==> config.mk <==
export PLATFORM = sky130hd
export DESIGN_NAME = hci_top
export DESIGN_NICKNAME = d
export VERILOG_FILES = /design/src/source/hci_pkg.sv /design/src/source/cmd_dword_packer.sv /design/src/source/hci_csr.sv /design/src/source/hci_queue.sv /design/src/source/hci_top.sv
export SDC_FILE = /design/constraint.sdc
export NUM_CORES = 1
export LEC_CHECK = 0
export BUFFER_PORTS_ARGS = -buffer_cell sky130_fd_sc_hd__buf_2
export CAP_MARGIN = 20
export CELL_PAD_IN_SITES_DETAIL_PLACEMENT = 1
export CELL_PAD_IN_SITES_GLOBAL_PLACEMENT = 2
export CORE_ASPECT_RATIO = 2
export CORE_MARGIN = 4
export CORE_UTILIZATION = 50
export CTS_BUF_LIST = sky130_fd_sc_hd__clkbuf_16
export CTS_CLUSTER_SIZE = 24
export DETAILED_ROUTE_END_ITERATION = 10
export PLACE_DENSITY = 0.88
export SYNTH_ARGS = -nofsm -noshare
export SYNTH_HDL_FRONTEND = slang
export SYNTH_SLANG_ARGS = --single-unit
==> constraint.sdc <==
create_clock -name clk_i -period 11.26 [get_ports clk_i]
set_clock_uncertainty 0.15 [all_clocks]
set_input_delay 0.563 -clock clk_i [delete_from_list [all_inputs] [get_ports clk_i]]
set_output_delay 0.563 -clock clk_i [all_outputs]
set_load 0.02 [all_outputs]
==> src/source/hci_pkg.sv <==
// Shared constants of the HCI PIO path
// Register map, data widths, queue sizing and field positions
package hci_pkg;

  localparam int unsigned APB_AW  = 12;
  localparam int unsigned DWORD_W = 32;
  localparam int unsigned CMD_W   = 64;
  localparam int unsigned THLD_W  = 8;

  localparam int unsigned QUEUE_DEPTH = 16;
  localparam int unsigned PTR_W       = $clog2(QUEUE_DEPTH);
  localparam int unsigned CNT_W       = 5;  // Holds 0 to QUEUE_DEPTH

  // Depth and threshold limits at the widths they are compared in
  localparam logic [CNT_W-1:0]  DEPTH_CNT  = CNT_W'(QUEUE_DEPTH);
  localparam logic [THLD_W-1:0] DEPTH_THLD = THLD_W'(QUEUE_DEPTH);
  localparam logic [THLD_W-1:0] THLD_MIN   = THLD_W'(1);

  // Register offsets
  localparam logic [APB_AW-1:0] RESET_CONTROL_ADDR   = APB_AW'('h10);
  localparam logic [APB_AW-1:0] QUEUE_THLD_CTRL_ADDR = APB_AW'('h20);
  localparam logic [APB_AW-1:0] COMMAND_PORT_ADDR    = APB_AW'('h30);
  localparam logic [APB_AW-1:0] RESPONSE_PORT_ADDR   = APB_AW'('h34);
  localparam logic [APB_AW-1:0] QUEUE_STATUS_ADDR    = APB_AW'('h38);

  // RESET_CONTROL
  localparam int unsigned CMD_QUEUE_RST_BIT  = 1;
  localparam int unsigned RESP_QUEUE_RST_BIT = 2;

  // QUEUE_THLD_CTRL
  localparam int unsigned CMD_THLD_LSB  = 0;
  localparam int unsigned RESP_THLD_LSB = 8;

  // QUEUE_STATUS
  localparam int unsigned CMD_CNT_LSB    = 0;
  localparam int unsigned RESP_CNT_LSB   = 8;
  localparam int unsigned CMD_FULL_BIT   = 16;
  localparam int unsigned RESP_EMPTY_BIT = 17;

endpackage

==> src/source/cmd_dword_packer.sv <==
// Joins two COMMAND_PORT DWORDs into one 64-bit command
`timescale 1ns/1ps

module cmd_dword_packer (
  input  logic                        clk_i,
  input  logic                        rst_ni,
  input  logic                        dword_valid_i,
  input  logic [hci_pkg::DWORD_W-1:0] dword_i,
  input  logic                        flush_i,
  input  logic                        cmd_wready_i,
  output logic                        dword_ready_o,
  output logic                        cmd_wvalid_o,
  output logic [hci_pkg::CMD_W-1:0]   cmd_wdata_o
);

  logic                        half_q;  // Low DWORD held
  logic                        cmd_valid_q;
  logic [hci_pkg::DWORD_W-1:0] low_q;
  logic [hci_pkg::CMD_W-1:0]   cmd_q;
  logic                        take;

  // Second DWORD waits while the queue is full
  assign dword_ready_o = !cmd_valid_q && !(half_q && !cmd_wready_i);
  assign take          = dword_valid_i && dword_ready_o;

  always_ff @(posedge clk_i or negedge rst_ni) begin
    if (!rst_ni) begin
      half_q      <= 1'b0;
      cmd_valid_q <= 1'b0;
    end else if (flush_i) begin
      half_q      <= 1'b0;  // Drop partial and pending command
      cmd_valid_q <= 1'b0;
    end else begin
      if (cmd_valid_q && cmd_wready_i) cmd_valid_q <= 1'b0;
      if (take) begin
        half_q <= !half_q;
        if (half_q) cmd_valid_q <= 1'b1;
      end
    end
  end

  always_ff @(posedge clk_i) begin
    if (take && !half_q) low_q <= dword_i;
    if (take && half_q) cmd_q <= {dword_i, low_q};  // First DWORD in low half
  end

  assign cmd_wvalid_o = cmd_valid_q;
  assign cmd_wdata_o  = cmd_q;

  // Register stage must never be overrun
  a_no_dword_when_busy: assert property (
    @(posedge clk_i) disable iff (!rst_ni) dword_valid_i |-> dword_ready_o
  );

endmodule

==> src/source/hci_csr.sv <==
// HCI register block on APB
// Command and response ports, queue thresholds, soft resets and status
`timescale 1ns/1ps

module hci_csr (
  input  logic                              clk_i,
  input  logic                              rst_ni,

  input  logic                              psel_i,
  input  logic                              penable_i,
  input  logic                              pwrite_i,
  input  logic [hci_pkg::APB_AW-1:0]        paddr_i,
  input  logic [hci_pkg::DWORD_W-1:0]       pwdata_i,
  output logic [hci_pkg::DWORD_W-1:0]       prdata_o,
  output logic                              pready_o,
  output logic                              pslverr_o,

  input  logic                              cmd_dword_ready_i,
  input  logic [hci_pkg::CNT_W-1:0]         cmd_count_i,
  input  logic                              cmd_flush_done_i,
  input  logic [hci_pkg::CNT_W-1:0]         resp_count_i,
  input  logic [hci_pkg::DWORD_W-1:0]       resp_rdata_i,
  input  logic                              resp_flush_done_i,

  output logic                              cmd_dword_valid_o,
  output logic [hci_pkg::DWORD_W-1:0]       cmd_dword_o,
  output logic [hci_pkg::THLD_W-1:0]        cmd_thld_o,
  output logic                              cmd_flush_o,
  output logic [hci_pkg::THLD_W-1:0]        resp_thld_o,
  output logic                              resp_flush_o,
  output logic                              resp_pop_o
);

  logic                        access;
  logic                        cmd_wr;
  logic                        wr_done;
  logic                        cmd_full;
  logic                        resp_empty;
  logic                        rd_err;
  logic [hci_pkg::DWORD_W-1:0] rdata;

  logic [hci_pkg::THLD_W-1:0]  cmd_thld_q;
  logic [hci_pkg::THLD_W-1:0]  resp_thld_q;
  logic                        cmd_rst_q;
  logic                        resp_rst_q;
  logic                        cmd_flush_q;
  logic                        resp_flush_q;

  // Keep a threshold inside 1..QUEUE_DEPTH
  function automatic logic [hci_pkg::THLD_W-1:0] clamp_thld(
    input logic [hci_pkg::THLD_W-1:0] value
  );
    logic [hci_pkg::THLD_W-1:0] result;
    if (value == '0) begin
      result = hci_pkg::THLD_MIN;
    end else if (value > hci_pkg::DEPTH_THLD) begin
      result = hci_pkg::DEPTH_THLD;
    end else begin
      result = value;
    end
    return result;
  endfunction

  assign access  = psel_i && penable_i;
  assign cmd_wr  = access && pwrite_i && (paddr_i == hci_pkg::COMMAND_PORT_ADDR);
  assign pready_o = !(cmd_wr && !cmd_dword_ready_i);  // Only stall source
  assign wr_done = access && pwrite_i && pready_o;

  assign cmd_dword_valid_o = cmd_wr && cmd_dword_ready_i;
  assign cmd_dword_o       = pwdata_i;

  assign cmd_full   = (cmd_count_i == hci_pkg::DEPTH_CNT);
  assign resp_empty = (resp_count_i == '0);
  assign resp_pop_o = access && !pwrite_i && !resp_empty &&
                      (paddr_i == hci_pkg::RESPONSE_PORT_ADDR);

  always_ff @(posedge clk_i or negedge rst_ni) begin
    if (!rst_ni) begin
      cmd_thld_q  <= hci_pkg::THLD_MIN;
      resp_thld_q <= hci_pkg::THLD_MIN;
    end else if (wr_done && (paddr_i == hci_pkg::QUEUE_THLD_CTRL_ADDR)) begin
      cmd_thld_q  <= clamp_thld(pwdata_i[hci_pkg::CMD_THLD_LSB +: hci_pkg::THLD_W]);
      resp_thld_q <= clamp_thld(pwdata_i[hci_pkg::RESP_THLD_LSB +: hci_pkg::THLD_W]);
    end
  end

  // Reset bits stay set until the queue reports the flush done
  always_ff @(posedge clk_i or negedge rst_ni) begin
    if (!rst_ni) begin
      cmd_rst_q    <= 1'b0;
      resp_rst_q   <= 1'b0;
      cmd_flush_q  <= 1'b0;
      resp_flush_q <= 1'b0;
    end else begin
      cmd_flush_q  <= 1'b0;
      resp_flush_q <= 1'b0;
      if (cmd_flush_done_i) cmd_rst_q <= 1'b0;
      if (resp_flush_done_i) resp_rst_q <= 1'b0;
      if (wr_done && (paddr_i == hci_pkg::RESET_CONTROL_ADDR)) begin
        if (pwdata_i[hci_pkg::CMD_QUEUE_RST_BIT]) begin
          cmd_rst_q   <= 1'b1;
          cmd_flush_q <= 1'b1;
        end
        if (pwdata_i[hci_pkg::RESP_QUEUE_RST_BIT]) begin
          resp_rst_q   <= 1'b1;
          resp_flush_q <= 1'b1;
        end
      end
    end
  end

  assign cmd_thld_o   = cmd_thld_q;
  assign resp_thld_o  = resp_thld_q;
  assign cmd_flush_o  = cmd_flush_q;
  assign resp_flush_o = resp_flush_q;

  always_comb begin
    rdata  = '0;
    rd_err = 1'b0;
    case (paddr_i)
      hci_pkg::RESET_CONTROL_ADDR: begin
        rdata[hci_pkg::CMD_QUEUE_RST_BIT]  = cmd_rst_q;
        rdata[hci_pkg::RESP_QUEUE_RST_BIT] = resp_rst_q;
      end
      hci_pkg::QUEUE_THLD_CTRL_ADDR: begin
        rdata[hci_pkg::CMD_THLD_LSB +: hci_pkg::THLD_W]  = cmd_thld_q;
        rdata[hci_pkg::RESP_THLD_LSB +: hci_pkg::THLD_W] = resp_thld_q;
      end
      hci_pkg::COMMAND_PORT_ADDR: ;  // Write only port reads zero
      hci_pkg::RESPONSE_PORT_ADDR: begin
        if (resp_empty) begin
          rd_err = !pwrite_i;  // Underflow
        end else begin
          rdata = resp_rdata_i;
        end
      end
      hci_pkg::QUEUE_STATUS_ADDR: begin
        rdata[hci_pkg::CMD_CNT_LSB +: hci_pkg::CNT_W]  = cmd_count_i;
        rdata[hci_pkg::RESP_CNT_LSB +: hci_pkg::CNT_W] = resp_count_i;
        rdata[hci_pkg::CMD_FULL_BIT]                   = cmd_full;
        rdata[hci_pkg::RESP_EMPTY_BIT]                 = resp_empty;
      end
      default: rd_err = 1'b1;
    endcase
  end

  assign prdata_o  = rdata;
  assign pslverr_o = access && pready_o && rd_err;

  // Pop strobe lasts one access cycle
  a_pop_one_cycle: assert property (
    @(posedge clk_i) disable iff (!rst_ni) resp_pop_o |=> !resp_pop_o
  );

endmodule

==> src/source/hci_queue.sv <==
// Synchronous FIFO for HCI descriptors
// Fill count, registered threshold trigger and soft flush
`timescale 1ns/1ps

module hci_queue #(
  parameter int unsigned DataWidth  = 32,
  parameter bit          TrigOnFree = 1'b0
) (
  input  logic                       clk_i,
  input  logic                       rst_ni,

  input  logic                       wvalid_i,
  output logic                       wready_o,
  input  logic [DataWidth-1:0]       wdata_i,

  output logic                       rvalid_o,
  input  logic                       rready_i,
  output logic [DataWidth-1:0]       rdata_o,

  input  logic [hci_pkg::THLD_W-1:0] thld_i,
  input  logic                       flush_i,
  output logic [hci_pkg::CNT_W-1:0]  count_o,
  output logic                       thld_trig_o,
  output logic                       flush_done_o
);

  logic [DataWidth-1:0]        mem_q [hci_pkg::QUEUE_DEPTH];
  logic [hci_pkg::PTR_W-1:0]   wr_ptr_q;
  logic [hci_pkg::PTR_W-1:0]   rd_ptr_q;
  logic [hci_pkg::CNT_W-1:0]   count_q;
  logic                        push;
  logic                        pop;
  logic [hci_pkg::CNT_W-1:0]   level;
  logic [hci_pkg::THLD_W-1:0]  level_ext;
  logic                        trig_q;
  logic                        flush_done_q;

  assign wready_o = (count_q != hci_pkg::DEPTH_CNT) && !flush_i;
  assign rvalid_o = (count_q != '0);
  assign rdata_o  = mem_q[rd_ptr_q];
  assign count_o  = count_q;

  assign push = wvalid_i && wready_o;
  assign pop  = rvalid_o && rready_i;

  always_ff @(posedge clk_i or negedge rst_ni) begin
    if (!rst_ni) begin
      wr_ptr_q <= '0;
      rd_ptr_q <= '0;
      count_q  <= '0;
    end else if (flush_i) begin
      wr_ptr_q <= '0;
      rd_ptr_q <= '0;
      count_q  <= '0;
    end else begin
      if (push) wr_ptr_q <= wr_ptr_q + 1'b1;  // Depth is a power of two
      if (pop) rd_ptr_q <= rd_ptr_q + 1'b1;
      case ({push, pop})
        2'b10:   count_q <= count_q + 1'b1;
        2'b01:   count_q <= count_q - 1'b1;
        default: count_q <= count_q;
      endcase
    end
  end

  always_ff @(posedge clk_i) begin
    if (push) mem_q[wr_ptr_q] <= wdata_i;
  end

  // Free entries for a write queue, stored ones for a read queue
  always_comb begin
    if (TrigOnFree) begin
      level = hci_pkg::DEPTH_CNT - count_q;
    end else begin
      level = count_q;
    end
    level_ext                       = '0;
    level_ext[hci_pkg::CNT_W-1:0]   = level;
  end

  always_ff @(posedge clk_i or negedge rst_ni) begin
    if (!rst_ni) begin
      trig_q       <= 1'b0;
      flush_done_q <= 1'b0;
    end else begin
      trig_q       <= (level_ext >= thld_i);
      flush_done_q <= flush_i;
    end
  end

  assign thld_trig_o  = trig_q;
  assign flush_done_o = flush_done_q;

  a_count_in_range: assert property (
    @(posedge clk_i) disable iff (!rst_ni) count_q <= hci_pkg::DEPTH_CNT
  );

  // Head entry holds until the consumer takes it
  a_rdata_stable: assert property (
    @(posedge clk_i) disable iff (!rst_ni)
      (rvalid_o && !rready_i && !flush_i) |=> $stable(rdata_o)
  );

endmodule

==> src/source/hci_top.sv <==
// HCI PIO path top level
// APB registers feed the command packer and queues, responses return to APB
`timescale 1ns/1ps

module hci_top (
  input  logic                        clk_i,
  input  logic                        rst_ni,

  input  logic                        psel_i,
  input  logic                        penable_i,
  input  logic                        pwrite_i,
  input  logic [hci_pkg::APB_AW-1:0]  paddr_i,
  input  logic [hci_pkg::DWORD_W-1:0] pwdata_i,
  output logic [hci_pkg::DWORD_W-1:0] prdata_o,
  output logic                        pready_o,
  output logic                        pslverr_o,

  output logic                        hci_cmd_rvalid_o,
  input  logic                        hci_cmd_rready_i,
  output logic [hci_pkg::CMD_W-1:0]   hci_cmd_rdata_o,

  input  logic                        hci_resp_wvalid_i,
  output logic                        hci_resp_wready_o,
  input  logic [hci_pkg::DWORD_W-1:0] hci_resp_wdata_i,

  output logic                        hci_cmd_ready_thld_trig_o,
  output logic                        hci_resp_ready_thld_trig_o
);

  logic                        cmd_dword_valid;
  logic [hci_pkg::DWORD_W-1:0] cmd_dword;
  logic                        cmd_dword_ready;
  logic                        packed_valid;
  logic                        packed_ready;
  logic [hci_pkg::CMD_W-1:0]   packed_data;

  logic [hci_pkg::THLD_W-1:0]  cmd_thld;
  logic                        cmd_flush;
  logic                        cmd_flush_done;
  logic [hci_pkg::CNT_W-1:0]   cmd_count;

  logic [hci_pkg::THLD_W-1:0]  resp_thld;
  logic                        resp_flush;
  logic                        resp_flush_done;
  logic [hci_pkg::CNT_W-1:0]   resp_count;
  logic                        resp_pop;
  logic [hci_pkg::DWORD_W-1:0] resp_rdata;

  hci_csr u_csr (
    .clk_i, .rst_ni,
    .psel_i, .penable_i, .pwrite_i, .paddr_i, .pwdata_i,
    .prdata_o, .pready_o, .pslverr_o,
    .cmd_dword_ready_i (cmd_dword_ready),
    .cmd_count_i       (cmd_count),
    .cmd_flush_done_i  (cmd_flush_done),
    .resp_count_i      (resp_count),
    .resp_rdata_i      (resp_rdata),
    .resp_flush_done_i (resp_flush_done),
    .cmd_dword_valid_o (cmd_dword_valid),
    .cmd_dword_o       (cmd_dword),
    .cmd_thld_o        (cmd_thld),
    .cmd_flush_o       (cmd_flush),
    .resp_thld_o       (resp_thld),
    .resp_flush_o      (resp_flush),
    .resp_pop_o        (resp_pop)
  );

  cmd_dword_packer u_packer (
    .clk_i, .rst_ni,
    .dword_valid_i (cmd_dword_valid),
    .dword_i       (cmd_dword),
    .flush_i       (cmd_flush),  // Soft reset also drops a half command
    .cmd_wready_i  (packed_ready),
    .dword_ready_o (cmd_dword_ready),
    .cmd_wvalid_o  (packed_valid),
    .cmd_wdata_o   (packed_data)
  );

  hci_queue #(.DataWidth(hci_pkg::CMD_W), .TrigOnFree(1'b1)) u_cmd_queue (
    .clk_i, .rst_ni,
    .wvalid_i (packed_valid),   .wready_o (packed_ready),     .wdata_i (packed_data),
    .rvalid_o (hci_cmd_rvalid_o), .rready_i (hci_cmd_rready_i), .rdata_o (hci_cmd_rdata_o),
    .thld_i   (cmd_thld),       .flush_i  (cmd_flush),        .count_o (cmd_count),
    .thld_trig_o  (hci_cmd_ready_thld_trig_o),
    .flush_done_o (cmd_flush_done)
  );

  hci_queue #(.DataWidth(hci_pkg::DWORD_W), .TrigOnFree(1'b0)) u_resp_queue (
    .clk_i, .rst_ni,
    .wvalid_i (hci_resp_wvalid_i), .wready_o (hci_resp_wready_o), .wdata_i (hci_resp_wdata_i),
    .rvalid_o (),                  .rready_i (resp_pop),          .rdata_o (resp_rdata),
    .thld_i   (resp_thld),         .flush_i  (resp_flush),        .count_o (resp_count),
    .thld_trig_o  (hci_resp_ready_thld_trig_o),
    .flush_done_o (resp_flush_done)
  );

endmodule

==> results.py, run 1 <==
metrics = {
    "detailed_routing": {
        "via_per_inst": 6.48,
        "post_drt_wl_per_cell_um": 36.9,
        "routed_wl_um": 177000,
        "drt_first_pass_iters": 7,
        "drc": 0,
        "ant_nets": 0,
        "drt-initial-drc-count": 4048,
        "route.vias.total": 31000,
    },
    "setup_path": {
        "cp-end-kind": "primary output",
        "max_stage_delay_ns": 1.00,
        "path_cells": "buf_4, buf_4, mux4_2, mux4_2, buf_2",
        "cp.arrival_ns": 4.88,
        "crit_buf_inv": 3,
        "path_class": "reg2out",
        "cp-start-kind": "flip-flop",
        "cp_top_family": "buffers and inverters",
        "critPathMaxFanout": 67,
        "required_ns": 10.55,
        "reg2reg_depth": 8,
        "path_depth": 5,
        "cpMaxStageDelayCell": "dfrtp_4",
    },
    "global_route": {
        "grt_pass1_vias": 33300,
        "grt_max_degree": 113,
        "grtUsageTotal_pct": 26.7,
        "grt_overflow": 0,
        "grt_pass1_wl_um": 251000,
        "antenna_found_initial": 12,
    },
    "die": {
        "core_um2": 127000,
        "fp-row-count": 185,
        "dieArea_um2": 134000,
        "io_pins": 185,
        "die_x_um": 261,
        "start_util_pct": 50.4,
        "die_y_um": 514,
    },
    "layout": {
        "fin_util_pct": 57.0,
        "areaGrowthSynthToFinish_pct": 13.2,
        "drive_above_1_share_pct": 31.7,
        "finalNonFillerCells": 4785,
        "fin_nets": 3090,
    },
    "run_status": {
        "status": "finished, final reports clean",
    },
    "timing": {
        "setup_tns_ns": 0,
        "clock.fmax_mhz": 179,
        "setup_viol": 0,
        "hold_violations": 0,
        "finalCritPeriodShare_pct": 49.7,
        "finalMaxSlewViolations": 0,
        "tightest_slew_ns": 1.18,
        "period_needed_ns": 5.59,
        "slew-limit-headroom_pct": 21.3,
        "rsz0062_at_grt": "no",
    },
    "power_and_ir_drop": {
        "p_leak_nw": 22.8,
        "switchingPower_mw": 4.44,
        "p_per_area_nw_per_um2": 216,
        "p_int_mw": 11.2,
        "ir_drop_uv": 169,
        "p_clk_share_pct": 32.4,
        "seqPwrFrac_pct": 46.7,
        "sw_frac_of_total_pct": 28.4,
        "p_comb_share_pct": 21.0,
    },
    "hold_path": {
        "min_path_cells": 1,
        "holdCritPathClass": "in2reg",
    },
    "clocking": {
        "cts_tree": "built",
        "holdBufCountCts": 61,
        "post_cts_resized": 0,
        "cts_max_level": 4,
        "clock_sinks": 1684,
        "ctsRootBufferMaster": "clkbuf_16",
        "clock_path_buffers": 3,
        "clock_latency_ns": 0.78,
        "clkTransAtPathRegs_ns": 0.07,
        "post_cts_buffers": 0,
        "cts-buffers-inserted": 141,
    },
    "placement": {
        "place_congestion": 0.792,
        "dp_cells": 4455,
        "dp_hpwl_um": 89900,
        "port_buffers": 184,
    },
    "logic_synthesis": {
        "synth.avg_cell_area_um2": 24.0,
        "synth_fp_nets": 2777,
        "synth_top_area_cell": "edfxtp_1",
        "synth_edf_count": 1632,
        "syn_inst": 2666,
        "synth_seq_cells": 1684,
        "async_flop_share_pct": 3.09,
        "yosys.cell_count.top_type": "edfxtp_1",
        "synth_area_leaders": "edfxtp_1 (77%), mux4_2 (17%), dfrtp_1 (2.0%)",
        "ys_warn_count": 0,
        "synth_top_cell_area_share_pct": 76.6,
        "ys_types": 49,
        "synthesis.area_um2": 64000,
        "synth_ff_type": "edfxtp_1",
        "seq_area_frac_synth_pct": 78.6,
        "synthTopCellsByCount": "edfxtp_1 (1632), mux4_2 (480), clkbuf_1 (58)",
    },
    "run": {
        "max-cap-violations": 0,
    },
}
[through the flow]
stage	area (um^2)	total power, mW	hold slack [ns]	setup slack (ns)
5_1_grt	72400	16.2	0.00904	5.45
4_1_cts	72300	15.7	0.00311	5.13
2_1_floorplan	64000	9.59	0.117	6.40
3_5_place_dp	67000	10.6	0.256	6.01
6_report	72400	15.6	0.0553	5.67
3_3_place_gp	67000	10.4	0.252	6.21
[flip-flops by register name (all words and copies together) (netlist names), 4 cells and up]
register and cells:
u_csr.cmd_thld_o 8, u_resp_queue.count_o 5, u_resp_queue.rd_ptr_q 4, u_cmd_queue.rd_ptr_q 4, u_resp_queue.wr_ptr_q 4, u_cmd_queue.count_o 5, u_csr.resp_thld_o 8, u_cmd_queue.wr_ptr_q 4
u_packer.cmd_wdata_o 64, u_packer.low_q 32, u_cmd_queue.mem_q 1024, u_resp_queue.mem_q 512
[layer usage]
layer,GRT usage (%),up-vias,share of wire [%]
met5,0,-,0.040
met4,12.3,12,5.5
li1,-,11900,-
met3,5.45,438,8.8
met2,46.5,2136,53
met1,31.9,16500,33
[power by group through the flow]
stage / Clock [mW] / Sequential, mW / Combinational (mW)
final: 5.06 / 7.30 / 3.28
after CTS: 5.13 / 7.30 / 3.26
after detailed placement: 0 / 7.43 / 3.15
after floorplan: 0 / 7.21 / 2.37
after global routing: 5.40 / 7.32 / 3.44
after global placement: 0 / 7.40 / 3.00
[cell type report]
cell class                      count  area [um^2]
Fill cell                       10400        54600
Sequential cell                  1684        50300
Multi-Input combinational cell    808        13100
Clock buffer                      142         3550
Tap cell                         1683         2110
Timing Repair Buffer              300         2020
Clock inverter                    112         1150
Inverter                           44          165
Antenna cell                       12         30.0
[worst paths after layout]
path	start	endpoint	slack [ns]
hold reg to reg	u_packer.low_q[5]$_DFFE_PP_	u_packer.cmd_wdata_o[5]$_DFFE_PP_	0.27
hold / removal	pwdata_i[9]	u_packer.low_q[9]$_DFFE_PP_	0.06
setup reg to reg	u_cmd_queue.count_o[0]$_DFFE_PN0P_	u_cmd_queue.mem_q[8][31]$_DFFE_PP_	7.03
max in group asynchronous	rst_ni	u_cmd_queue.rd_ptr_q[3]$_DFFE_PN0P_	9.99
setup / recovery	u_cmd_queue.rd_ptr_q[1]$_DFFE_PN0P_	hci_cmd_rdata_o[48]	5.67
min in group asynchronous	rst_ni	u_csr.resp_thld_o[7]$_DFFE_PN0P_	0.38
[logic make-up after synthesis]
| group | synth area share (%) |
|---|---|
| compound gates | 0.745 |
| xor+xnor | 0.315 |
| buf+inv | 1.16 |
| flops | 78.6 |
| mux | 17.0 |
| simple gates | 1.62 |
| fa+ha+maj | 0.559 |
[placed cells by master, fill, tap and decap left out, types with 14 or more instances in the layout]
| cell type | synthesis | routed |
|---|---|---|
| a21oi_1 | 15 | 15 |
| and2_4 | 0 | 17 |
| buf_2 | 45 | 184 |
| buf_4 | 2 | 50 |
| clkbuf_16 | 0 | 142 |
| clkinv_1 | 16 | 41 |
| clkinv_2 | 0 | 25 |
| dfrtp_1 | 50 | 43 |
| dlygate4sd3_1 | 0 | 61 |
| edfxtp_1 | 1632 | 1632 |
| ha_1 | 27 | 27 |
| inv_1 | 28 | 48 |
| mux4_2 | 480 | 480 |
| nand2_1 | 46 | 46 |
| nor2_1 | 40 | 36 |
| nor2b_1 | 21 | 21 |
| o21ai_1 | 16 | 16 |
| xnor2_1 | 14 | 14 |
No activity file was read; power rests on OpenSTA's default activity.
==> run 2, diff against run 1 <==
--- a/config.mk
+++ b/config.mk
@@ -11,11 +11,11 @@
 export CELL_PAD_IN_SITES_GLOBAL_PLACEMENT = 2
 export CORE_ASPECT_RATIO = 2
 export CORE_MARGIN = 4
-export CORE_UTILIZATION = 50
+export CORE_UTILIZATION = 45
 export CTS_BUF_LIST = sky130_fd_sc_hd__clkbuf_16
 export CTS_CLUSTER_SIZE = 24
 export DETAILED_ROUTE_END_ITERATION = 10
-export PLACE_DENSITY = 0.88
+export PLACE_DENSITY = 0.85
 export SYNTH_ARGS = -nofsm -noshare
 export SYNTH_HDL_FRONTEND = slang
 export SYNTH_SLANG_ARGS = --single-unit
==> constraint.sdc (replaced) <==
create_clock -name clk_i -period 4.72 [get_ports clk_i]
set_clock_uncertainty 0.15 [all_clocks]
set_input_delay 0.236 -clock clk_i [delete_from_list [all_inputs] [get_ports clk_i]]
set_output_delay 0.236 -clock clk_i [all_outputs]
set_load 0.02 [all_outputs]
==> results.py, run 2 (same netlist as run 1, synthesis figures left out) <==
metrics = {
    "run_status": {
        "status": "finished, final reports clean",
    },
    "layout": {
        "finalNonFillerCells": 5018,
        "final_common_cell": "edfxtp_1",
        "fin_nets": 3141,
        "fin_util_pct": 52.0,
        "layout.cells.most_common_list": "edfxtp_1 (1632), mux4_2 (480), buf_2 (184)",
        "regMostFlops": "u_cmd_queue.mem_q",
        "fillCellCount": 12100,
        "largest_reg_flops": 1024,
        "areaGrowthSynthToFinish_pct": 14.8,
        "drive_above_1_share_pct": 32.7,
    },
    "timing": {
        "setup_tns_ns": 0,
        "slew-limit-headroom_pct": 26.1,
        "setup_viol": 0,
        "period_needed_ns": 3.90,
        "rsz0062_at_grt": "no",
        "finalCritPeriodShare_pct": 82.7,
        "finalMaxSlewViolations": 0,
        "hold_violations": 0,
        "clock.fmax_mhz": 256,
        "tightest_slew_ns": 1.11,
    },
    "setup_path": {
        "path_class": "reg2out",
        "cp_top_family": "multiplexers",
        "cp-end-kind": "primary output",
        "path_cells": "buf_12, mux4_2, mux4_2, clkinv_1, o21ai_1, buf_2",
        "crit_buf_inv": 3,
        "cp-start-kind": "flip-flop",
        "cp.arrival_ns": 3.52,
        "cpMaxStageDelayCell": "dfrtp_4",
        "max_stage_delay_ns": 0.86,
        "timing.critical_path.mode_cell": "mux4_2",
        "critPathMaxFanout": 34,
        "required_ns": 4.33,
        "r2r_start": "u_cmd_queue.count_o[0]$_DFFE_PN0P_",
        "crit_start": "u_resp_queue.rd_ptr_q[0]$_DFFE_PN0P_",
    },
    "detailed_routing": {
        "drc": 0,
        "route.vias.total": 30400,
        "post_drt_wl_per_cell_um": 33.4,
        "routed_wl_um": 168000,
        "drt_first_pass_iters": 7,
        "drt-initial-drc-count": 3604,
        "via_per_inst": 6.06,
        "ant_nets": 0,
    },
    "global_route": {
        "antenna_found_initial": 8,
        "grt_pass1_vias": 33000,
        "grt_max_degree": 91,
        "grtUsageTotal_pct": 22.8,
        "grt_pass1_wl_um": 243000,
        "grt_overflow": 0,
    },
    "power_and_ir_drop": {
        "p_per_area_nw_per_um2": 515,
        "ir_drop_uv": 408,
        "p_leak_nw": 23.2,
        "p_comb_share_pct": 21.6,
        "finalPower_mw": 37.8,
        "seqPwrFrac_pct": 45.8,
        "switchingPower_mw": 10.4,
        "p_clk_share_pct": 32.6,
        "p_int_mw": 27.4,
        "sw_frac_of_total_pct": 27.6,
    },
    "die": {
        "die_x_um": 275,
        "core_um2": 141000,
        "fp-row-count": 195,
        "die_y_um": 541,
        "start_util_pct": 45.3,
        "io_pins": 185,
        "dieArea_um2": 149000,
    },
    "run": {
        "max-cap-violations": 0,
    },
    "clocking": {
        "clkTransAtPathRegs_ns": 0.07,
        "cts-buffers-inserted": 148,
        "clock_sinks": 1684,
        "ctsRootBufferMaster": "clkbuf_16",
        "clock_path_buffers": 4,
        "cts_tree": "built",
        "post_cts_resized": 0,
        "cts_max_level": 4,
        "clock_latency_ns": 0.78,
    },
    "placement": {
        "dp_hpwl_um": 94500,
        "dp_cells": 4676,
        "port_buffers": 184,
        "place_congestion": 0.779,
    },
    "hold_path": {
        "holdCritPathClass": "in2async",
    },
}
## run 2: changes by cell type in the layout (fill, tap and decap cells not counted), moves of 5 or more
cell | before | now
clkinv_16 | 8 | 0
buf_12 | 1 | 32
clkinv_2 | 25 | 31
inv_1 | 48 | 43
clkbuf_16 | 142 | 149
dlygate4sd3_1 | 61 | 74
bufinv_16 | 13 | 20
diode_2 | 12 | 6
clkinvlp_4 | 6 | 12
## run 2: cell type report
class	count	area, um^2	share of cell area (%)
Timing Repair Buffer	344	2720	3.70
Clock buffer	149	3730	5.07
Tap cell	1871	2340	3.19
Clock inverter	112	1100	1.50
Sequential cell	1684	50300	68.5
Multi-Input combinational cell	808	13100	17.8
Inverter	44	165	0.225
Antenna cell	6	15.0	0.0204
## run 2: stage by stage
step	hold WS [ns]	instance area, um^2	setup slack [ns]
final	0.0220	73500	0.817
after global routing	0.0607	73500	0.614
after detailed placement	0.255	67900	0.896
after CTS	0.00526	73400	0.673
after global placement	0.252	67900	1.13
after floorplan	-0.210	64000	-0.141
## run 2: metal layers
metal  vias to the layer above  track usage (%)  part of all wire [%]
met4                         0             8.74                   4.3
met1                     16400             26.8                    34
met5                         -                0                     0
met3                       358             3.81                   6.8
li1                      12000                -                     -
met2                      1664             41.6                    55
## run 2: final timing paths
kind	to	slack, ns	cells after the start
worst min-delay path	u_resp_queue.wr_ptr_q[0]$_DFFE_PN0P_	0.02	3
min in group clk_i	u_packer.cmd_wdata_o[51]$_DFFE_PP_	0.08	2
worst max-delay path	prdata_o[5]	0.82	6
worst min register to register	u_packer.cmd_wdata_o[21]$_DFFE_PP_	0.24	0
worst max register to register	u_cmd_queue.mem_q[10][9]$_DFFE_PP_	0.89	8
max in group asynchronous	u_cmd_queue.rd_ptr_q[2]$_DFFE_PN0P_	3.78	3
## run 2: worst min-delay path: stages
cell	delay, ns
dlygate4sd3_1	0.52
buf_2	0.10
buf_4	0.57
## run 2: what timing repair did
item / 4_1_cts / 5_1_grt
setup endpoints to repair: 0 / 0
setup buffers: 0 / 0
endpoints found under the hold margin: 660 / 5
hold buffers: 71 / 3
## run 2: power groups by stage
stage	Clock (mW)	Combinational, mW	Sequential (mW)
final	12.3	8.18	17.3
after CTS	12.6	8.32	17.3
after global placement	0	7.98	17.6
after detailed placement	0	8.10	17.6
after global routing	13.2	8.62	17.3
after floorplan	0	5.66	17.2
